--- config.mk ---
export PLATFORM = sky130hd
export DESIGN_NAME = axil_xbar
export DESIGN_NICKNAME = d
export VERILOG_FILES = /design/src/common/xbar_pkg.sv /design/src/logic/axil_pause.sv /design/src/xbar/addr_decode.sv /design/src/xbar/xbar_router.sv /design/src/xbar/axil_xbar.sv
export SDC_FILE = /design/constraint.sdc
export NUM_CORES = 1
export LEC_CHECK = 0
export BUFFER_PORTS_ARGS = -buffer_cell sky130_fd_sc_hd__buf_2
export CAP_MARGIN = 40
export CORE_AREA = 10 10 208 210
export DETAILED_ROUTE_END_ITERATION = 10
export DIE_AREA = 0 0 218 220
export PLACE_DENSITY = 0.64
export REMOVE_ABC_BUFFERS = 1
export SLEW_MARGIN = 20
export SYNTH_ARGS = -nofsm -noshare
export SYNTH_HDL_FRONTEND = slang
export SYNTH_SLANG_ARGS = --single-unit
--- constraint.sdc ---
create_clock -name clk_i -period 11 [get_ports clk_i]
set_input_delay 1.65 -clock clk_i [delete_from_list [all_inputs] [get_ports clk_i]]
set_output_delay 1.65 -clock clk_i [all_outputs]
set_load 0.1 [all_outputs]
--- src/common/xbar_pkg.sv ---
`default_nettype none

package xbar_pkg;

    localparam int ADDR_WIDTH = 32;
    localparam int DATA_WIDTH = 32;
    localparam int STRB_WIDTH = DATA_WIDTH / 8;

    typedef logic [ADDR_WIDTH-1:0] addr_t;
    typedef logic [DATA_WIDTH-1:0] data_t;
    typedef logic [STRB_WIDTH-1:0] strb_t;

    // Table position is the target index
    typedef struct packed {
        addr_t start_addr;
        addr_t end_addr;   // Exclusive
    } addr_rule_t;

    typedef logic [0:0] tgt_idx_t; // Two targets

    // Response error codes
    localparam logic RSP_OK  = 1'b0;
    localparam logic RSP_ERR = 1'b1;

endpackage

`default_nettype wire

--- src/logic/axil_pause.sv ---
`default_nettype none

module axil_pause #(
    parameter int MAX_TRANS = 7
) (
    input  logic            clk_i,
    input  logic            reset_i,
    input  logic            pause_req_i,

    input  logic            req_valid_i,
    output logic            req_ready_o,
    input  xbar_pkg::addr_t req_addr_i,
    input  logic            req_write_i,
    input  xbar_pkg::data_t req_wdata_i,
    input  xbar_pkg::strb_t req_strb_i,

    output logic            fwd_valid_o,
    input  logic            fwd_ready_i,
    output xbar_pkg::addr_t fwd_addr_o,
    output logic            fwd_write_o,
    output xbar_pkg::data_t fwd_wdata_o,
    output xbar_pkg::strb_t fwd_strb_o,

    output logic            rsp_valid_o,
    input  logic            rsp_ready_i,
    output xbar_pkg::data_t rsp_rdata_o,
    output logic            rsp_err_o,

    input  logic            ret_valid_i,
    output logic            ret_ready_o,
    input  xbar_pkg::data_t ret_rdata_i,
    input  logic            ret_err_i,

    output logic            quiet_o
);
    import xbar_pkg::*;

    localparam int CW = $clog2(MAX_TRANS + 1);

    logic [CW-1:0] cnt_q;
    logic          hold_q;  // Request already visible downstream
    logic          block;
    logic          fwd_hs;
    logic          ret_hs;

    // A request already offered is never withdrawn
    assign block = (pause_req_i || cnt_q == CW'(MAX_TRANS)) && !hold_q;

    assign fwd_valid_o = req_valid_i && !block;
    assign req_ready_o = fwd_ready_i && !block;
    assign fwd_addr_o  = req_addr_i;
    assign fwd_write_o = req_write_i;
    assign fwd_wdata_o = req_wdata_i;
    assign fwd_strb_o  = req_strb_i;

    assign rsp_valid_o = ret_valid_i;
    assign ret_ready_o = rsp_ready_i;
    assign rsp_rdata_o = ret_rdata_i;
    assign rsp_err_o   = ret_err_i;

    assign fwd_hs = fwd_valid_o && fwd_ready_i;
    assign ret_hs = ret_valid_i && ret_ready_o;

    assign quiet_o = pause_req_i && cnt_q == '0 && !fwd_valid_o;

    always_ff @(posedge clk_i) begin
        if (reset_i) begin
            cnt_q  <= '0;
            hold_q <= 1'b0;
        end else begin
            hold_q <= fwd_valid_o && !fwd_ready_i;
            case ({fwd_hs, ret_hs})
                2'b10:   cnt_q <= cnt_q + CW'(1);
                2'b01:   cnt_q <= cnt_q - CW'(1);
                default: cnt_q <= cnt_q;
            endcase
        end
    end

    // Router must not return more than it was given
    assert property (@(posedge clk_i) disable iff (reset_i)
        ret_hs |-> cnt_q != '0);

    // An offered request stays up through a pause
    assert property (@(posedge clk_i) disable iff (reset_i)
        fwd_valid_o && !fwd_ready_i |=> fwd_valid_o);

endmodule

`default_nettype wire

--- src/xbar/addr_decode.sv ---
`default_nettype none

module addr_decode #(
    parameter int NO_TGTS = 2
) (
    input  xbar_pkg::addr_t                    addr_i,
    input  xbar_pkg::addr_rule_t [NO_TGTS-1:0] addr_map_i,
    output logic                               hit_o,
    output xbar_pkg::tgt_idx_t                 idx_o
);
    import xbar_pkg::*;

    logic [NO_TGTS-1:0] match;

    always_comb begin
        for (int t = 0; t < NO_TGTS; t++) begin
            match[t] = (addr_i >= addr_map_i[t].start_addr) &&
                       (addr_i < addr_map_i[t].end_addr);
        end
    end

    // Lowest index wins
    always_comb begin
        idx_o = '0;
        for (int t = NO_TGTS - 1; t >= 0; t--) begin
            if (match[t]) begin
                idx_o = tgt_idx_t'(t);
            end
        end
    end

    assign hit_o = |match;

    always_comb begin
        logic ov;
        ov = 1'b0;
        for (int a = 0; a < NO_TGTS; a++) begin
            for (int b = a + 1; b < NO_TGTS; b++) begin
                ov = addr_map_i[a].start_addr < addr_map_i[b].end_addr &&
                     addr_map_i[b].start_addr < addr_map_i[a].end_addr;
                assert (ov !== 1'b1)
                    else $error("addr rules %0d and %0d overlap", a, b);
            end
        end
    end

endmodule

`default_nettype wire

--- src/xbar/xbar_router.sv ---
`default_nettype none

module xbar_router #(
    parameter int NO_TGTS = 2
) (
    input  logic                               clk_i,
    input  logic                               reset_i,
    input  logic                               pause_req_i,

    input  logic                               fwd_valid_0_i,
    output logic                               fwd_ready_0_o,
    input  xbar_pkg::addr_t                    fwd_addr_0_i,
    input  logic                               fwd_write_0_i,
    input  xbar_pkg::data_t                    fwd_wdata_0_i,
    input  xbar_pkg::strb_t                    fwd_strb_0_i,
    output logic                               ret_valid_0_o,
    input  logic                               ret_ready_0_i,
    output xbar_pkg::data_t                    ret_rdata_0_o,
    output logic                               ret_err_0_o,

    input  logic                               fwd_valid_1_i,
    output logic                               fwd_ready_1_o,
    input  xbar_pkg::addr_t                    fwd_addr_1_i,
    input  logic                               fwd_write_1_i,
    input  xbar_pkg::data_t                    fwd_wdata_1_i,
    input  xbar_pkg::strb_t                    fwd_strb_1_i,
    output logic                               ret_valid_1_o,
    input  logic                               ret_ready_1_i,
    output xbar_pkg::data_t                    ret_rdata_1_o,
    output logic                               ret_err_1_o,

    input  logic                               quiet_0_i,
    input  logic                               quiet_1_i,
    input  xbar_pkg::addr_rule_t [NO_TGTS-1:0] addr_map_i,

    output logic [NO_TGTS-1:0]                 tgt_req_valid_o,
    input  logic [NO_TGTS-1:0]                 tgt_req_ready_i,
    output xbar_pkg::addr_t [NO_TGTS-1:0]      tgt_req_addr_o,
    output logic [NO_TGTS-1:0]                 tgt_req_write_o,
    output xbar_pkg::data_t [NO_TGTS-1:0]      tgt_req_wdata_o,
    output xbar_pkg::strb_t [NO_TGTS-1:0]      tgt_req_strb_o,
    input  logic [NO_TGTS-1:0]                 tgt_rsp_valid_i,
    output logic [NO_TGTS-1:0]                 tgt_rsp_ready_o,
    input  xbar_pkg::data_t [NO_TGTS-1:0]      tgt_rsp_rdata_i,
    input  logic [NO_TGTS-1:0]                 tgt_rsp_err_i,

    output logic                               pause_ack_o
);
    import xbar_pkg::*;

    logic     [1:0] in_valid, in_ready, in_write, in_hit;
    addr_t    [1:0] in_addr;
    data_t    [1:0] in_wdata;
    strb_t    [1:0] in_strb;
    tgt_idx_t [1:0] in_idx;
    logic     [1:0] out_ready;

    logic [NO_TGTS-1:0][1:0] want, gnt;
    logic [NO_TGTS-1:0]      owned_q, owner_q, rr_q;

    logic     [1:0] rsp_valid_q, rsp_err_q, err_valid_q;
    data_t    [1:0] rsp_rdata_q;
    tgt_idx_t [1:0] rsp_tgt_q;  // Target that filled the slot
    logic     [1:0] miss_acc, rsp_pop, err_pop;

    assign in_valid  = {fwd_valid_1_i, fwd_valid_0_i};
    assign in_addr   = {fwd_addr_1_i, fwd_addr_0_i};
    assign in_write  = {fwd_write_1_i, fwd_write_0_i};
    assign in_wdata  = {fwd_wdata_1_i, fwd_wdata_0_i};
    assign in_strb   = {fwd_strb_1_i, fwd_strb_0_i};
    assign out_ready = {ret_ready_1_i, ret_ready_0_i};

    assign fwd_ready_0_o = in_ready[0];
    assign fwd_ready_1_o = in_ready[1];

    for (genvar i = 0; i < 2; i++) begin : g_dec
        addr_decode #(
            .NO_TGTS (NO_TGTS)
        ) u_addr_decode (
            .addr_i     (in_addr[i]),
            .addr_map_i (addr_map_i),
            .hit_o      (in_hit[i]),
            .idx_o      (in_idx[i])
        );
    end

    // Round-robin per target, free targets only
    always_comb begin
        for (int t = 0; t < NO_TGTS; t++) begin
            for (int i = 0; i < 2; i++) begin
                want[t][i] = in_valid[i] && in_hit[i] && in_idx[i] == tgt_idx_t'(t);
            end
            gnt[t] = '0;
            if (!owned_q[t]) begin
                if (want[t] == 2'b11) begin
                    gnt[t][rr_q[t]] = 1'b1;
                end else begin
                    gnt[t] = want[t];
                end
            end
        end
    end

    always_comb begin
        for (int i = 0; i < 2; i++) begin
            miss_acc[i] = in_valid[i] && !in_hit[i] && !err_valid_q[i];
            in_ready[i] = miss_acc[i];
            for (int t = 0; t < NO_TGTS; t++) begin
                in_ready[i] = in_ready[i] | gnt[t][i];
            end
            rsp_pop[i] = rsp_valid_q[i] && out_ready[i];
            err_pop[i] = !rsp_valid_q[i] && err_valid_q[i] && out_ready[i];
        end
    end

    // One response per initiator slot, lower target first
    always_comb begin
        logic [1:0] busy;
        busy = rsp_valid_q;
        for (int t = 0; t < NO_TGTS; t++) begin
            tgt_rsp_ready_o[t] = owned_q[t] && !busy[owner_q[t]];
            busy[owner_q[t]] = busy[owner_q[t]] | (tgt_rsp_ready_o[t] & tgt_rsp_valid_i[t]);
        end
    end

    assign ret_valid_0_o = rsp_valid_q[0] || err_valid_q[0];
    assign ret_valid_1_o = rsp_valid_q[1] || err_valid_q[1];
    assign ret_rdata_0_o = rsp_valid_q[0] ? rsp_rdata_q[0] : '0;
    assign ret_rdata_1_o = rsp_valid_q[1] ? rsp_rdata_q[1] : '0;
    assign ret_err_0_o   = rsp_valid_q[0] ? rsp_err_q[0] : (err_valid_q[0] ? RSP_ERR : RSP_OK);
    assign ret_err_1_o   = rsp_valid_q[1] ? rsp_err_q[1] : (err_valid_q[1] ? RSP_ERR : RSP_OK);

    assign pause_ack_o = pause_req_i && quiet_0_i && quiet_1_i && !(|owned_q) && !(|err_valid_q);

    always_ff @(posedge clk_i) begin
        if (reset_i) begin
            owned_q         <= '0;
            owner_q         <= '0;
            rr_q            <= '0;
            tgt_req_valid_o <= '0;
            rsp_valid_q     <= '0;
            err_valid_q     <= '0;
        end else begin
            for (int i = 0; i < 2; i++) begin
                if (rsp_pop[i]) begin
                    rsp_valid_q[i] <= 1'b0;
                end
                if (miss_acc[i]) begin
                    err_valid_q[i] <= 1'b1;
                end else if (err_pop[i]) begin
                    err_valid_q[i] <= 1'b0;
                end
            end
            for (int t = 0; t < NO_TGTS; t++) begin
                if (tgt_req_valid_o[t] && tgt_req_ready_i[t]) begin
                    tgt_req_valid_o[t] <= 1'b0;
                end
                if (tgt_rsp_valid_i[t] && tgt_rsp_ready_o[t]) begin
                    rsp_valid_q[owner_q[t]] <= 1'b1;
                end
                if (|gnt[t]) begin
                    owned_q[t]         <= 1'b1;
                    owner_q[t]         <= gnt[t][1];
                    rr_q[t]            <= !rr_q[t];
                    tgt_req_valid_o[t] <= 1'b1;
                end else if (rsp_pop[owner_q[t]] &&
                             rsp_tgt_q[owner_q[t]] == tgt_idx_t'(t)) begin
                    owned_q[t] <= 1'b0;  // Released once delivered
                end
            end
        end
    end

    always_ff @(posedge clk_i) begin
        for (int t = 0; t < NO_TGTS; t++) begin
            if (|gnt[t]) begin
                tgt_req_addr_o[t]  <= in_addr[gnt[t][1]];
                tgt_req_write_o[t] <= in_write[gnt[t][1]];
                tgt_req_wdata_o[t] <= in_wdata[gnt[t][1]];
                tgt_req_strb_o[t]  <= in_strb[gnt[t][1]];
            end
            if (tgt_rsp_valid_i[t] && tgt_rsp_ready_o[t]) begin
                rsp_rdata_q[owner_q[t]] <= tgt_rsp_rdata_i[t];
                rsp_err_q[owner_q[t]]   <= tgt_rsp_err_i[t];
                rsp_tgt_q[owner_q[t]]   <= tgt_idx_t'(t);
            end
        end
    end

    for (genvar t = 0; t < NO_TGTS; t++) begin : g_chk
        // Targets answer only requests they have taken
        assert property (@(posedge clk_i) disable iff (reset_i)
            tgt_rsp_valid_i[t] |-> owned_q[t] && !tgt_req_valid_o[t]);
    end

endmodule

`default_nettype wire

--- src/xbar/axil_xbar.sv ---
`default_nettype none

module axil_xbar #(
    parameter int NO_TGTS   = 2,
    parameter int MAX_TRANS = 7
) (
    input  logic                               clk_i,
    input  logic                               reset_i,

    input  logic                               req_valid_0_i,
    output logic                               req_ready_0_o,
    input  xbar_pkg::addr_t                    req_addr_0_i,
    input  logic                               req_write_0_i,
    input  xbar_pkg::data_t                    req_wdata_0_i,
    input  xbar_pkg::strb_t                    req_strb_0_i,
    output logic                               rsp_valid_0_o,
    input  logic                               rsp_ready_0_i,
    output xbar_pkg::data_t                    rsp_rdata_0_o,
    output logic                               rsp_err_0_o,

    input  logic                               req_valid_1_i,
    output logic                               req_ready_1_o,
    input  xbar_pkg::addr_t                    req_addr_1_i,
    input  logic                               req_write_1_i,
    input  xbar_pkg::data_t                    req_wdata_1_i,
    input  xbar_pkg::strb_t                    req_strb_1_i,
    output logic                               rsp_valid_1_o,
    input  logic                               rsp_ready_1_i,
    output xbar_pkg::data_t                    rsp_rdata_1_o,
    output logic                               rsp_err_1_o,

    output logic [NO_TGTS-1:0]                 tgt_req_valid_o,
    input  logic [NO_TGTS-1:0]                 tgt_req_ready_i,
    output xbar_pkg::addr_t [NO_TGTS-1:0]      tgt_req_addr_o,
    output logic [NO_TGTS-1:0]                 tgt_req_write_o,
    output xbar_pkg::data_t [NO_TGTS-1:0]      tgt_req_wdata_o,
    output xbar_pkg::strb_t [NO_TGTS-1:0]      tgt_req_strb_o,
    input  logic [NO_TGTS-1:0]                 tgt_rsp_valid_i,
    output logic [NO_TGTS-1:0]                 tgt_rsp_ready_o,
    input  xbar_pkg::data_t [NO_TGTS-1:0]      tgt_rsp_rdata_i,
    input  logic [NO_TGTS-1:0]                 tgt_rsp_err_i,

    input  logic                               pause_req_i,
    output logic                               pause_ack_o,
    input  xbar_pkg::addr_rule_t [NO_TGTS-1:0] addr_map_i
);
    import xbar_pkg::*;

    logic  fwd_valid_0, fwd_ready_0, fwd_write_0, ret_valid_0, ret_ready_0, ret_err_0, quiet_0;
    logic  fwd_valid_1, fwd_ready_1, fwd_write_1, ret_valid_1, ret_ready_1, ret_err_1, quiet_1;
    addr_t fwd_addr_0, fwd_addr_1;
    data_t fwd_wdata_0, fwd_wdata_1, ret_rdata_0, ret_rdata_1;
    strb_t fwd_strb_0, fwd_strb_1;

    axil_pause #(
        .MAX_TRANS (MAX_TRANS)
    ) u_pause_0 (
        .clk_i       (clk_i),
        .reset_i     (reset_i),
        .pause_req_i (pause_req_i),
        .req_valid_i (req_valid_0_i), .req_ready_o (req_ready_0_o),
        .req_addr_i  (req_addr_0_i),  .req_write_i (req_write_0_i),
        .req_wdata_i (req_wdata_0_i), .req_strb_i  (req_strb_0_i),
        .fwd_valid_o (fwd_valid_0),   .fwd_ready_i (fwd_ready_0),
        .fwd_addr_o  (fwd_addr_0),    .fwd_write_o (fwd_write_0),
        .fwd_wdata_o (fwd_wdata_0),   .fwd_strb_o  (fwd_strb_0),
        .rsp_valid_o (rsp_valid_0_o), .rsp_ready_i (rsp_ready_0_i),
        .rsp_rdata_o (rsp_rdata_0_o), .rsp_err_o   (rsp_err_0_o),
        .ret_valid_i (ret_valid_0),   .ret_ready_o (ret_ready_0),
        .ret_rdata_i (ret_rdata_0),   .ret_err_i   (ret_err_0),
        .quiet_o     (quiet_0)
    );

    axil_pause #(
        .MAX_TRANS (MAX_TRANS)
    ) u_pause_1 (
        .clk_i       (clk_i),
        .reset_i     (reset_i),
        .pause_req_i (pause_req_i),
        .req_valid_i (req_valid_1_i), .req_ready_o (req_ready_1_o),
        .req_addr_i  (req_addr_1_i),  .req_write_i (req_write_1_i),
        .req_wdata_i (req_wdata_1_i), .req_strb_i  (req_strb_1_i),
        .fwd_valid_o (fwd_valid_1),   .fwd_ready_i (fwd_ready_1),
        .fwd_addr_o  (fwd_addr_1),    .fwd_write_o (fwd_write_1),
        .fwd_wdata_o (fwd_wdata_1),   .fwd_strb_o  (fwd_strb_1),
        .rsp_valid_o (rsp_valid_1_o), .rsp_ready_i (rsp_ready_1_i),
        .rsp_rdata_o (rsp_rdata_1_o), .rsp_err_o   (rsp_err_1_o),
        .ret_valid_i (ret_valid_1),   .ret_ready_o (ret_ready_1),
        .ret_rdata_i (ret_rdata_1),   .ret_err_i   (ret_err_1),
        .quiet_o     (quiet_1)
    );

    xbar_router #(
        .NO_TGTS (NO_TGTS)
    ) u_router (
        .clk_i           (clk_i),
        .reset_i         (reset_i),
        .pause_req_i     (pause_req_i),
        .fwd_valid_0_i   (fwd_valid_0), .fwd_ready_0_o (fwd_ready_0),
        .fwd_addr_0_i    (fwd_addr_0),  .fwd_write_0_i (fwd_write_0),
        .fwd_wdata_0_i   (fwd_wdata_0), .fwd_strb_0_i  (fwd_strb_0),
        .ret_valid_0_o   (ret_valid_0), .ret_ready_0_i (ret_ready_0),
        .ret_rdata_0_o   (ret_rdata_0), .ret_err_0_o   (ret_err_0),
        .fwd_valid_1_i   (fwd_valid_1), .fwd_ready_1_o (fwd_ready_1),
        .fwd_addr_1_i    (fwd_addr_1),  .fwd_write_1_i (fwd_write_1),
        .fwd_wdata_1_i   (fwd_wdata_1), .fwd_strb_1_i  (fwd_strb_1),
        .ret_valid_1_o   (ret_valid_1), .ret_ready_1_i (ret_ready_1),
        .ret_rdata_1_o   (ret_rdata_1), .ret_err_1_o   (ret_err_1),
        .quiet_0_i       (quiet_0),
        .quiet_1_i       (quiet_1),
        .addr_map_i      (addr_map_i),
        .tgt_req_valid_o (tgt_req_valid_o),
        .tgt_req_ready_i (tgt_req_ready_i),
        .tgt_req_addr_o  (tgt_req_addr_o),
        .tgt_req_write_o (tgt_req_write_o),
        .tgt_req_wdata_o (tgt_req_wdata_o),
        .tgt_req_strb_o  (tgt_req_strb_o),
        .tgt_rsp_valid_i (tgt_rsp_valid_i),
        .tgt_rsp_ready_o (tgt_rsp_ready_o),
        .tgt_rsp_rdata_i (tgt_rsp_rdata_i),
        .tgt_rsp_err_i   (tgt_rsp_err_i),
        .pause_ack_o     (pause_ack_o)
    );

endmodule

`default_nettype wire

Word level (Yosys, flattened, before mapping)

Cells that the tools add are included.

Word-level logic and storage cells: 250
Register bits: 226

Multiplexer cells: 86
Reductions and logical operators: 92
Bitwise operators: 14
Eq/ne operators: 8
Order comparisons: 18
Add/sub/neg operators: 4

Operators with widths:

| kind                                                       | count |
|---|---|
| two-way mux 32 bit                                         | 12 |
| bitwise mux 64 bit                                         | 2 |
| >= comparator 32 bit                                       | 4 |
| less-than comparator 32 bit                                | 4 |
| two-way mux 64 bit                                         | 2 |
| demux 32 bit (select 1 bit)                                | 2 |
| logical AND 1 bit                                          | 52 |
| two-way mux 1 bit                                          | 44 |
| two-way mux 2 bit                                          | 11 |
| logical NOT 1 bit                                          | 20 |
| two-way mux 4 bit                                          | 4 |
| nonzero test 2 bit                                         | 8 |
| less-than comparator 1 x 2 -> 1 bit, second input constant | 6 |
| case mux 3 bit (2 select lines)                            | 2 |
| OR reduction 2 bit                                         | 6 |
| equality test 2 bit, second input constant                 | 4 |
| adder 3 x 1 -> 3 bit, second input constant                | 2 |
| bitwise mux 2 bit                                          | 3 |
| equality test 3 bit, second input constant                 | 2 |
| logical NOT 3 bit                                          | 2 |
| OR 2 bit                                                   | 3 |
| subtractor 3 x 1 -> 3 bit, second input constant           | 2 |
| OR 1 bit                                                   | 5 |
| demux 1 bit (select 1 bit)                                 | 4 |
| 7 further kinds                                            | 16 |

Logic depth before layout (Yosys ltp)

Gate-level depths: netlist of the first run.

Depth after elaboration: 15
Depth in mapped cells: 18

Modules after synthesis

A second synthesis of the first run with hierarchy kept.

Cells, all modules: 1838
Area total of the unflattened synthesis: 18200.0 µm²

Modules (own cells, without submodules):

| module      | area an instance (µm²) | cells each | seq. area each (µm²) | times used |
|---|---|---|---|---|
| xbar_router | 9764.4                 | 704        | 5745.5               | 1 |
| addr_decode | 3203.1                 | 435        | 0.0                  | 2 |
| axil_pause  | 1014.7                 | 132        | 80.1                 | 2 |

Least setup slack after synthesis of the first run

OpenSTA, ideal clock, no wires.

Path kind: in2out
From: in addr_map_i[110] in the netlist's numbering
To: out req_ready_1_o
Stages on the path: 12
Arrival: 4442 ps
Data required time: 9350 ps
Slack: 4908 ps
Cell sequence: inv_1 ha_1 and4_1 nand2_1 a2111oi_0 o31ai_1 a2111oi_2 nand3_2 o2111ai_4 buf_8 nand2_4 or2_1

Longest elaborated chain between the ends: 12

Ends and longest elaborated chain:

| what                           | RTL line           | source |
|---|---|---|
| start: declaration             | axil_xbar.sv:45    | `input xbar_pkg::addr_rule_t [NO_TGTS-1:0] addr_map_i` |
| >= comparator 32 bit           | addr_decode.sv:17  | `match[t] = (addr_i >= addr_map_i[t].start_addr) &&` |
| logical AND 1 bit              | addr_decode.sv:17  |  |
| two-way mux 1 bit (2 in a row) | addr_decode.sv:26  | `if (match[t]) begin` |
| NOT 1 bit                      | xbar_router.sv:91  | `want[t][i] = in_valid[i] && in_hit[i] && in_idx[i] == tgt_idx_t'(t);` |
| logical AND 1 bit              | xbar_router.sv:91  |  |
| equality test 2 bit            | xbar_router.sv:95  | `if (want[t] == 2'b11) begin` |
| two-way mux 2 bit              | xbar_router.sv:95  |  |
| two-way mux 2 bit              | xbar_router.sv:94  | `if (!owned_q[t]) begin` |
| OR 1 bit                       | xbar_router.sv:109 | `in_ready[i] = in_ready[i] \| gnt[t][i];` |
| OR 1 bit (*)                   | xbar_router.sv:109 |  |
| logical AND 1 bit (*)          | axil_pause.sv:50   | `assign req_ready_o = fwd_ready_i && !block;` |
| end: declaration               | axil_xbar.sv:22    | `output logic req_ready_1_o,` |

Mark *: on every way between the ends. The rest lies on a longest branch, timed or not.

Worst setup path after layout of the first run

From: in req_addr_1_i[0]
To: out req_ready_1_o

Longest elaborated chain between the ends: 12

Ends and longest elaborated chain:

| what                                                                | RTL line                             | source |
|---|---|---|
| start: declaration                                                  | axil_xbar.sv:23                      | `input xbar_pkg::addr_t req_addr_1_i,` |
| >= comparator 32 bit or less-than comparator 32 bit (tied branches) | addr_decode.sv:17, addr_decode.sv:18 |  |
| logical AND 1 bit                                                   | addr_decode.sv:17                    |  |
| two-way mux 1 bit (2 in a row)                                      | addr_decode.sv:26                    |  |
| NOT 1 bit                                                           | xbar_router.sv:91                    |  |
| logical AND 1 bit                                                   | xbar_router.sv:91                    |  |
| equality test 2 bit                                                 | xbar_router.sv:95                    |  |
| two-way mux 2 bit                                                   | xbar_router.sv:95                    |  |
| two-way mux 2 bit                                                   | xbar_router.sv:94                    |  |
| OR 1 bit                                                            | xbar_router.sv:109                   |  |
| OR 1 bit (*)                                                        | xbar_router.sv:109                   |  |
| logical AND 1 bit (*)                                               | axil_pause.sv:50                     |  |

Marked as above.

==> impl_metrics.env, run 1 <==
export IMPL_die_y_um=220
export IMPL_port_buffers=555
export IMPL_h_tree_depth=1
export IMPL_regToRegEndpoint="u_router.tgt_req_wdata_o[55]$_DFFE_PP_"
export IMPL_synth_cell_types=71
export IMPL_worstPathMaxFanout=21
export IMPL_track_usage=0.256
export IMPL_critPathKind="input pin to output pin"
export IMPL_leakagePower_nw=9.78
export IMPL_die_w_um=218
export IMPL_io_pins=556
export IMPL_worstPathRequired_ns=9.35
export IMPL_drt_iter0_drc=1070
export IMPL_hold_class="register to register"
export IMPL_grt_max_degree=69
export IMPL_globalplace_congestion=0.987
export IMPL_cp_cell_sequence="buf_2 -> inv_1 -> ha_1 -> nand2b_1 -> a31oi_1 -> o311a_1 -> o41ai_1 -> a31oi_1 -> nor3_1 -> o311a_4 -> or2_1 -> buf_2"
export IMPL_ys_seq_elements=226
export IMPL_synth_edff_count=138
export IMPL_wl_um=64800
export IMPL_post_synth_top_area_fraction=0.261
export IMPL_synth_top_area_cell="edfxtp_1"
export IMPL_post_place_cells=2594
export IMPL_netlist_instances=1548
export IMPL_num_fill_cells=3718
export IMPL_end_kind="output pin"
export IMPL_arrival_ns=5.06
export IMPL_peakVddDrop_mv=0.145
export IMPL_fin_worst_skew_ns=0.00815
export IMPL_fin_cells=2650
export IMPL_cts_tree="built"
export IMPL_power_density_nw_per_um2=147
export IMPL_grt_pass1_wl_um=92600
export IMPL_root_buffer="clkbuf_16"
export IMPL_timing_final_crit_share=0.610
export IMPL_nNetsFinal=2696
export IMPL_drive_above_1_share=0.362
export IMPL_drc_errors=0
export IMPL_rsz0062_at_grt="no"
export IMPL_worstHoldStart="u_router.rsp_tgt_q[1]$_DFF_P_"
export IMPL_rrSetupSlack_ns=7.64
export IMPL_crit_path_top_delay_cell="o41ai_1"
export IMPL_synthTopCellsByArea="edfxtp_1 26%, ha_1 20%, dfxtp_1 11%, mux2_2 9.8%, a21oi_1 5.1%"
export IMPL_synthFlopType="edfxtp_1"
export IMPL_syn_avg_cell_area_um2=10.3
export IMPL_whs_endpoint="u_router.rsp_tgt_q[1]$_DFF_P_"
export IMPL_rr_startpoint="u_pause_0.cnt_q[1]$_SDFFE_PP0P_"
export IMPL_drv_cap=0
export IMPL_wl_per_cell_um=24.4
export IMPL_rows=73
export IMPL_cts_sinks=226
export IMPL_post_cts_buffers=0
export IMPL_clockBufferDepth=3
export IMPL_period_minus_slack_ns=6.71
export IMPL_clk_pin_slew_ns=0.06
export IMPL_fin_setup_tns_ns=0
export IMPL_setup_viol=0
export IMPL_syn_to_final_growth_pct=26.5
export IMPL_cp_num_buf_inv=3
export IMPL_cts_hold_buf=0
export IMPL_synth_area_um2=15900
export IMPL_initial_core_util=0.404
export IMPL_antenna_found_initial=14
export IMPL_crit_cells=12
export IMPL_ys_async_sr_fraction=0
export IMPL_slowest_delay_ns=0.60
export IMPL_worstMarginPinSlew_ns=0.838
export IMPL_synth_warnings=0
export IMPL_max_freq_mhz=149
export IMPL_avgViaCountPerCell=5.44
export IMPL_rr_worst_depth=8
export IMPL_clk_latency_ns=0.55
export IMPL_dieArea_um2=48000
export IMPL_core_area_um2=39300
export IMPL_grt_pass1_vias=14500
export IMPL_hold_depth=2
export IMPL_grt_overflow=0
export IMPL_crit_family="compound AO/OA/AOI/OAI gates"
export IMPL_post_cts_resized=0
export IMPL_slew_viol_final=0
export IMPL_cts_made_buffers=26
export IMPL_slew_headroom=0.441
export IMPL_detail_route_antenna_nets=0
export IMPL_start_kind="input pin"
export IMPL_dr_pass1_iters=5
export IMPL_vias=14400
export IMPL_status="complete, no violations"
export IMPL_seq_area_frac_synth=0.372
export IMPL_hold_viol_final=0
export IMPL_dp_hpwl_um=52900
-- stage by stage --
stage | area [um2] | total power (W) | setup slack (ns) | util | hold slack [ns]
global placement | 19200 | 0.00204 | 4.28 | 0.488 | 0.445
finish | 20100 | 0.00296 | 4.29 | 0.511 | 0.455
CTS | 20100 | 0.00298 | 4.16 | 0.511 | 0.458
detailed placement | 19200 | 0.00207 | 4.19 | 0.489 | 0.449
floorplan | 15600 | 0.00179 | 3.45 | - | 0.430
global route | 20100 | 0.00310 | 4.00 | 0.511 | 0.506
-- sequential cells by signal (all words and copies together), names as in the netlist --
register / cells
u_pause_0.cnt_q: 3
u_pause_1.hold_q: 1
u_pause_0.hold_q: 1
u_router.rsp_tgt_q: 2
u_router.rsp_valid_q: 2
u_pause_1.cnt_q: 3
u_router.rr_q: 2
u_router.tgt_req_wdata_o: 64
u_router.tgt_req_write_o: 2
u_router.rsp_err_q: 2
u_router.rsp_rdata_q: 64
u_router.tgt_req_strb_o: 8
u_router.err_valid_q: 2
u_router.tgt_req_addr_o: 64
u_router.owned_q: 2
u_router.tgt_req_valid_o: 2
u_router.owner_q: 2
-- placed cells by master (no fill, tap or decap), types with 7 or more instances in the layout --
master,n
a211oi_1,9
a21o_1,15
a21oi_1,163
a221oi_1,7
a31oi_1,12
and2_1,67
and4_1,8
buf_2,555
buf_4,12
clkbuf_16,27
clkinv_1,8
dfxtp_1,88
diode_2,9
edfxtp_1,138
ha_1,254
inv_1,147
mux2_2,138
mux2i_1,67
nand2_1,65
nand2b_1,7
nand3_1,21
nand4_1,37
nor2_1,105
nor3_1,12
o211ai_1,8
o21ai_0,45
-- how the worst max path moves through the flow --
| stage | startpoint | endpoint | slack, ns |
|---|---|---|---|
| 2_1_floorplan | req_addr_1_i[0] | req_ready_1_o | 3.45 |
| 3_3_place_gp | req_addr_1_i[0] | req_ready_1_o | 4.28 |
| 3_5_place_dp | req_addr_1_i[0] | req_ready_1_o | 4.19 |
| 4_1_cts | req_addr_1_i[0] | req_ready_1_o | 4.16 |
| 5_1_grt | req_addr_1_i[0] | req_ready_1_o | 4.00 |
| 6_report | req_addr_1_i[0] | req_ready_1_o | 4.29 |
-- layout make-up --
| type | count | area, um2 | area share |
|---|---|---|---|
| multi-input combinational | 1126 | 9170 | 0.457 |
| sequential | 226 | 5910 | 0.294 |
| inverter | 149 | 562 | 0.0280 |
| tap | 525 | 657 | 0.0327 |
| antenna | 9 | 22.5 | 0.00112 |
| timing repair buffer | 568 | 2900 | 0.144 |
| clock buffer | 29 | 683 | 0.0340 |
| clock inverter | 18 | 190 | 0.00947 |
-- per-layer routing --
metal,track usage,part of all wire
met1,0.297,0.39
met2,0.429,0.47
met3,0.0795,0.093
met4,0.109,0.042
met5,0,0.0010
-- synth_stat cells, types with 27 or more instances --
library cell	instances
nand4_1	37
mux2i_1	67
and2_1	67
ha_1	254
o21ai_0	45
dfxtp_1	88
nand2_1	65
mux2_2	138
inv_1	149
edfxtp_1	138
clkbuf_1	27
a21oi_1	163
nor2_1	106
-- kinds of logic after synthesis --
| logic type | share of synthesized area |
|---|---|
| compound gates | 0.117 |
| xor+xnor | 0.00331 |
| fa+ha+maj | 0.203 |
| buf+inv | 0.0519 |
| flops | 0.372 |
| mux | 0.140 |
| simple gates | 0.113 |
-- worst min-delay path, cell delays in order (launching register included) --
cell and delay (ns):
dfxtp_1 0.32, nand2_1 0.05, nand2_1 0.04
-- power breakdown --
part / switching, W / internal (W)
Clock: 0.000366 / 0.000538
Sequential: 0.0000641 / 0.00105
Combinational: 0.000645 / 0.000290
Note: power is estimated with default switching activity, not from simulation.
==> run 2: changes to the inputs <==
==> constraint.sdc (replaced) <==
create_clock -name clk_i -period 6.8 [get_ports clk_i]
set_input_delay 1.02 -clock clk_i [delete_from_list [all_inputs] [get_ports clk_i]]
set_output_delay 1.02 -clock clk_i [all_outputs]
set_load 0.1 [all_outputs]
==> run 2 against run 1 <==
Against the previous run:
- final area fell by 0.11%
- highest routed layer unchanged
- critical endpoint unchanged
- non-clock buffer count rose by 1
- first-iteration DRC count fell by 7.1%
- register-to-register slack got worse by 4.1 ns
==> impl_metrics.env, run 2 (synthesis results as in run 1) <==
export IMPL_period_minus_slack_ns=5.71
export IMPL_post_cts_buffers=0
export IMPL_port_buffers=555
export IMPL_worstMarginPinSlew_ns=0.742
export IMPL_dr_pass1_iters=7
export IMPL_worstPathRequired_ns=5.78
export IMPL_peakVddDrop_mv=0.201
export IMPL_hold_viol_final=0
export IMPL_antenna_found_initial=21
export IMPL_wl_per_cell_um=24.1
export IMPL_clk_pin_slew_ns=0.06
export IMPL_slew_viol_final=0
export IMPL_drive_above_1_share=0.362
export IMPL_drt_iter0_drc=994
export IMPL_grt_max_degree=71
export IMPL_drc_errors=0
export IMPL_place_area_um2=19200
export IMPL_cts_sinks=226
export IMPL_leakagePower_nw=9.76
export IMPL_layout_commonest_cell="buf_2"
export IMPL_slew_headroom=0.505
export IMPL_syn_to_final_growth_pct=26.4
export IMPL_start_kind="input pin"
export IMPL_root_buffer="clkbuf_16"
export IMPL_critPathKind="input pin to output pin"
export IMPL_post_route_util=0.511
export IMPL_fin_setup_tns_ns=0
export IMPL_track_usage=0.254
export IMPL_top_layer="met5"
export IMPL_end_kind="output pin"
export IMPL_arrival_ns=4.69
export IMPL_detail_route_antenna_nets=0
export IMPL_wl_um=64000
export IMPL_fin_cells=2658
export IMPL_post_place_cells=2594
export IMPL_rows=73
export IMPL_nNetsFinal=2698
export IMPL_wl_met2_um=30400
export IMPL_timing_final_crit_share=0.840
export IMPL_clockBufferDepth=3
export IMPL_cts_hold_buf=0
export IMPL_die_w_um=218
export IMPL_wl_met3_um=6020
export IMPL_cts_tree="built"
export IMPL_final_cell_mix="555 x buf_2, 254 x ha_1, 163 x a21oi_1"
export IMPL_status="complete, no violations"
export IMPL_dieArea_um2=48000
export IMPL_fin_worst_skew_ns=0.0277
export IMPL_drv_cap=0
export IMPL_grt_pass1_wl_um=92700
export IMPL_globalplace_congestion=0.977
export IMPL_num_fill_cells=3701
export IMPL_grt_overflow=0
export IMPL_hold_class="register to register"
export IMPL_setup_viol=0
export IMPL_core_area_um2=39300
export IMPL_grt_pass1_vias=14800
export IMPL_h_tree_depth=1
export IMPL_clk_latency_ns=0.57
export IMPL_initial_core_util=0.404
export IMPL_post_cts_resized=0
export IMPL_dp_hpwl_um=52100
export IMPL_power_density_nw_per_um2=234
export IMPL_vias=14300
export IMPL_fin_area_um2=20100
export IMPL_holdWs_ns=0.467
export IMPL_max_freq_mhz=175
export IMPL_die_y_um=220
export IMPL_worstPathMaxFanout=28
export IMPL_avgViaCountPerCell=5.37
export IMPL_rsz0062_at_grt="no"
export IMPL_wl_met1_um=24700
export IMPL_io_pins=556
export IMPL_cts_made_buffers=27
## run 2: cell types whose count changed in the layout (fill, tap and decap cells not counted), sizes merged
cell      previous run  this run
buf                568       569
bufinv               4         1
clkbuf              29        32
clkinv              14        15
clkinvlp             1         2
diode                9        13
inv                148       149
## run 2: final timing paths
kind / start / end / slack, ns / depth (start not counted)
setup / recovery: req_addr_1_i[0] / req_ready_1_o / 1.09 / 12
hold / removal: u_router.rsp_tgt_q[1]$_DFF_P_ / u_router.rsp_tgt_q[1]$_DFF_P_ / 0.47 / 2
setup reg to reg: u_pause_1.cnt_q[0]$_SDFFE_PP0P_ / u_router.tgt_req_wdata_o[37]$_DFFE_PP_ / 3.56 / 7
hold reg to reg: u_router.rsp_tgt_q[1]$_DFF_P_ / u_router.rsp_tgt_q[1]$_DFF_P_ / 0.47 / 2
## run 2: where the power goes
| part | total [W] | internal [W] | leakage (nW) | switching, W |
|---|---|---|---|---|
| Combinational | 0.00151 | 0.000471 | 7.37 | 0.00104 |
| Clock | 0.00137 | 0.000767 | 0.397 | 0.000604 |
| Sequential | 0.00181 | 0.00170 | 1.99 | 0.000108 |
| Total | 0.00469 | 0.00294 | 9.76 | 0.00175 |
## run 2: layout make-up
class	count	area [um2]	area share
Multi-Input combinational cell	1126	9170	0.457
Inverter	149	562	0.0280
Tap cell	525	657	0.0327
Clock inverter	18	123	0.00611
Antenna cell	13	32.5	0.00162
Sequential cell	226	5910	0.294
Clock buffer	32	694	0.0346
Timing Repair Buffer	569	2920	0.146
## run 2: worst max-delay path, cell delays in order
cell      delay, ns
buf_2          0.10
inv_1          0.08
ha_1           0.28
nand2b_1       0.10
a31oi_1        0.10
o311a_1        0.39
o41ai_1        0.70
a31oi_1        0.29
nor3_1         0.43
o311a_4        0.57
or2_1          0.20
buf_2          0.43
## run 2: per-stage QoR
stage	setup slack, ns	power, W
finish	1.09	0.00469
floorplan	0.364	0.00289
global placement	1.21	0.00330
CTS	1.07	0.00472
global route	0.980	0.00493
detailed placement	1.08	0.00334
## run 2: layer usage
metal	vias up	track usage
met2	566	0.433
met1	6742	0.287
met5	-	0
li1	6814	-
met3	133	0.0821
met4	22	0.112
==> run 3: changes to the inputs <==
--- a/config.mk
+++ b/config.mk
@@ -7,10 +7,10 @@
 export LEC_CHECK = 0
 export BUFFER_PORTS_ARGS = -buffer_cell sky130_fd_sc_hd__buf_2
 export CAP_MARGIN = 40
-export CORE_AREA = 10 10 208 210
+export CORE_AREA = 10 10 206 208
 export DETAILED_ROUTE_END_ITERATION = 10
-export DIE_AREA = 0 0 218 220
-export PLACE_DENSITY = 0.64
+export DIE_AREA = 0 0 216 218
+export PLACE_DENSITY = 0.68
 export REMOVE_ABC_BUFFERS = 1
 export SLEW_MARGIN = 20
 export SYNTH_ARGS = -nofsm -noshare
==> constraint.sdc (replaced) <==
create_clock -name clk_i -period 4.64 [get_ports clk_i]
set_input_delay 0.696 -clock clk_i [delete_from_list [all_inputs] [get_ports clk_i]]
set_output_delay 0.696 -clock clk_i [all_outputs]
set_load 0.1 [all_outputs]
==> run 3 against run 2 <==
Against the previous run:
- register-to-register slack got worse by 1.8 ns
- count of clock-buffer cells in the layout increased by 3
- first-iteration DRC count decreased by 13%
- final cell count increased by 0.38%
- combinational power increased by 50%
- power increased by 50%
- wire length increased by 1.2%
- largest power group unchanged
==> impl_metrics.env, run 3 (synthesis results as in run 1) <==
export IMPL_root_buffer="clkbuf_16"
export IMPL_clk_latency_ns=0.58
export IMPL_wl_met2_um=31500
export IMPL_worstPathMaxFanout=6
export IMPL_h_tree_depth=1
export IMPL_cts_tree="built"
export IMPL_critPathKind="input pin to output pin"
export IMPL_hold_depth=3
export IMPL_rr_startpoint="u_pause_1.cnt_q[0]$_SDFFE_PP0P_"
export IMPL_hold_class="input pin to register"
export IMPL_whs_endpoint="u_router.rsp_rdata_q[33]$_DFF_P_"
export IMPL_grt_max_degree=67
export IMPL_track_usage=0.263
export IMPL_grt_overflow=0
export IMPL_final_cell_mix="553 x buf_2, 254 x ha_1, 163 x a21oi_1"
export IMPL_worstMarginPinSlew_ns=0.679
export IMPL_hold_viol_final=0
export IMPL_finalPower_w=0.00705
export IMPL_period_minus_slack_ns=4.39
export IMPL_start_kind="input pin"
export IMPL_clk_pin_slew_ns=0.06
export IMPL_slew_viol_final=0
export IMPL_dieArea_um2=47100
export IMPL_layout_commonest_cell="buf_2"
export IMPL_worstHoldStart="tgt_rsp_rdata_i[33]"
export IMPL_setup_viol=0
export IMPL_drv_cap=0
export IMPL_fin_area_um2=20400
export IMPL_io_pins=556
export IMPL_crit_path_top_delay_cell="nor3_1"
export IMPL_regToRegEndpoint="u_pause_0.cnt_q[2]$_SDFFE_PP0P_"
export IMPL_globalplace_congestion=0.987
export IMPL_status="complete, no violations"
export IMPL_core_area_um2=38300
export IMPL_rrSetupSlack_ns=1.75
export IMPL_top_layer="met5"
export IMPL_detail_route_antenna_nets=0
export IMPL_vias=14600
export IMPL_leakagePower_nw=9.93
export IMPL_slowest_delay_ns=0.59
export IMPL_drt_iter0_drc=869
export IMPL_fin_cells=2668
export IMPL_fin_worst_skew_ns=0.0356
export IMPL_max_freq_mhz=228
export IMPL_clockBufferDepth=3
export IMPL_wl_per_cell_um=24.3
export IMPL_cts_made_buffers=27
export IMPL_dp_hpwl_um=53600
export IMPL_grt_pass1_vias=14800
export IMPL_grt_pass1_wl_um=95300
export IMPL_dr_pass1_iters=5
export IMPL_power_density_nw_per_um2=346
export IMPL_die_w_um=216
export IMPL_avgViaCountPerCell=5.46
export IMPL_path_common_cell="buf_4"
export IMPL_num_fill_cells=3428
export IMPL_initial_core_util=0.415
export IMPL_arrival_ns=3.69
export IMPL_wl_met3_um=5840
export IMPL_wl_met1_um=25400
export IMPL_slew_headroom=0.548
export IMPL_drive_above_1_share=0.371
export IMPL_nNetsFinal=2720
export IMPL_worstPathRequired_ns=3.94
export IMPL_drc_errors=0
export IMPL_syn_to_final_growth_pct=28.2
export IMPL_timing_final_crit_share=0.946
export IMPL_cp_cell_sequence="buf_2 -> ha_1 -> nand4_1 -> nor3_1 -> o311ai_0 -> buf_4 -> o211ai_1 -> buf_4 -> nor4bb_1 -> a311o_1 -> buf_4 -> buf_12"
export IMPL_rsz0062_at_grt="no"
export IMPL_antenna_found_initial=13
export IMPL_peakVddDrop_mv=0.321
export IMPL_wl_um=64800
export IMPL_rows=72
export IMPL_rr_worst_depth=12
export IMPL_port_buffers=555
export IMPL_die_y_um=218
export IMPL_end_kind="output pin"
export IMPL_place_area_um2=19400
export IMPL_cts_sinks=226
export IMPL_post_place_cells=2610
==> run 3: changes by cell type in the layout (fill, tap and decap cells not counted), moves of 2 or more <==
cell      change
buf_12        +5
buf_2         -2
buf_4        +19
clkbuf_8      +2
clkinv_1      -4
diode_2       -5
==> run 3: critical path, delay by kind of cell <==
| kind | cells | cell delay (ns) |
|---|---|---|
| AO/OA/AOI/OAI | 3 | 0.64 |
| adder cells (fa/ha/maj) | 1 | 0.32 |
| AND/OR/NAND/NOR | 3 | 1.17 |
| buffers and inverters | 5 | 0.87 |
==> run 3: layout make-up <==
cell class | instances | area (um2) | area share
flip-flops and latches | 226 | 5910 | 0.290
inverters | 149 | 562 | 0.0276
well taps | 518 | 648 | 0.0318
clock inverters | 15 | 135 | 0.00664
repair buffers | 591 | 3150 | 0.155
diodes | 8 | 20.0 | 0.000983
clock buffers | 35 | 748 | 0.0368
multi-input cells | 1126 | 9190 | 0.451
==> run 3: per-layer routing <==
metal / vias up / track usage
li1: 6850 / -
met1: 6957 / 0.309
met2: 627 / 0.454
met3: 108 / 0.0718
met4: 16 / 0.0860
met5: - / 0
==> run 3: where the power goes <==
| part | leakage (nW) | switching (W) | internal, W |
|---|---|---|---|
| registers | 1.99 | 0.000155 | 0.00250 |
| logic | 7.50 | 0.00154 | 0.000723 |
| clock network | 0.438 | 0.000893 | 0.00125 |
| total | 9.93 | 0.00258 | 0.00447 |
==> run 3: stage by stage <==
stage	hold slack (ns)	TNS, ns	utilization	setup slack (ns)
5_1_grt	0.392	0	0.531	0.108
2_1_floorplan	0.430	-137.16	-	-1.80
3_3_place_gp	0.442	-0.00229	0.508	-0.00229
3_5_place_dp	0.451	-0.00625	0.508	-0.00625
4_1_cts	0.358	0	0.531	0.159
6_report	0.379	0	0.532	0.251
==> run 3: worst max-delay path by stage <==
stage | start | end | slack (ns) | cells after the start
after floorplan | u_router.rsp_valid_q[1]$_SDFF_PP0_ | u_router.rsp_err_q[1]$_DFF_P_ | -1.80 | 8
final | req_addr_0_i[31] | req_ready_0_o | 0.25 | 12
after detailed placement | req_addr_1_i[0] | u_pause_0.cnt_q[2]$_SDFFE_PP0P_ | -0.006 | 18
after global placement | req_addr_0_i[27] | u_pause_0.cnt_q[2]$_SDFFE_PP0P_ | -0.002 | 18
after CTS | req_addr_0_i[27] | req_ready_1_o | 0.16 | 14
after global routing | req_addr_1_i[0] | req_ready_1_o | 0.11 | 15
==> run 3: what timing repair did <==
item / in CTS / in global routing
gates resized for setup: 0 / 1
buffers inserted: 0 / 0
setup endpoints to repair: 0 / 1
hold buffers: 0 / 0
hold endpoints to repair: 0 / 0
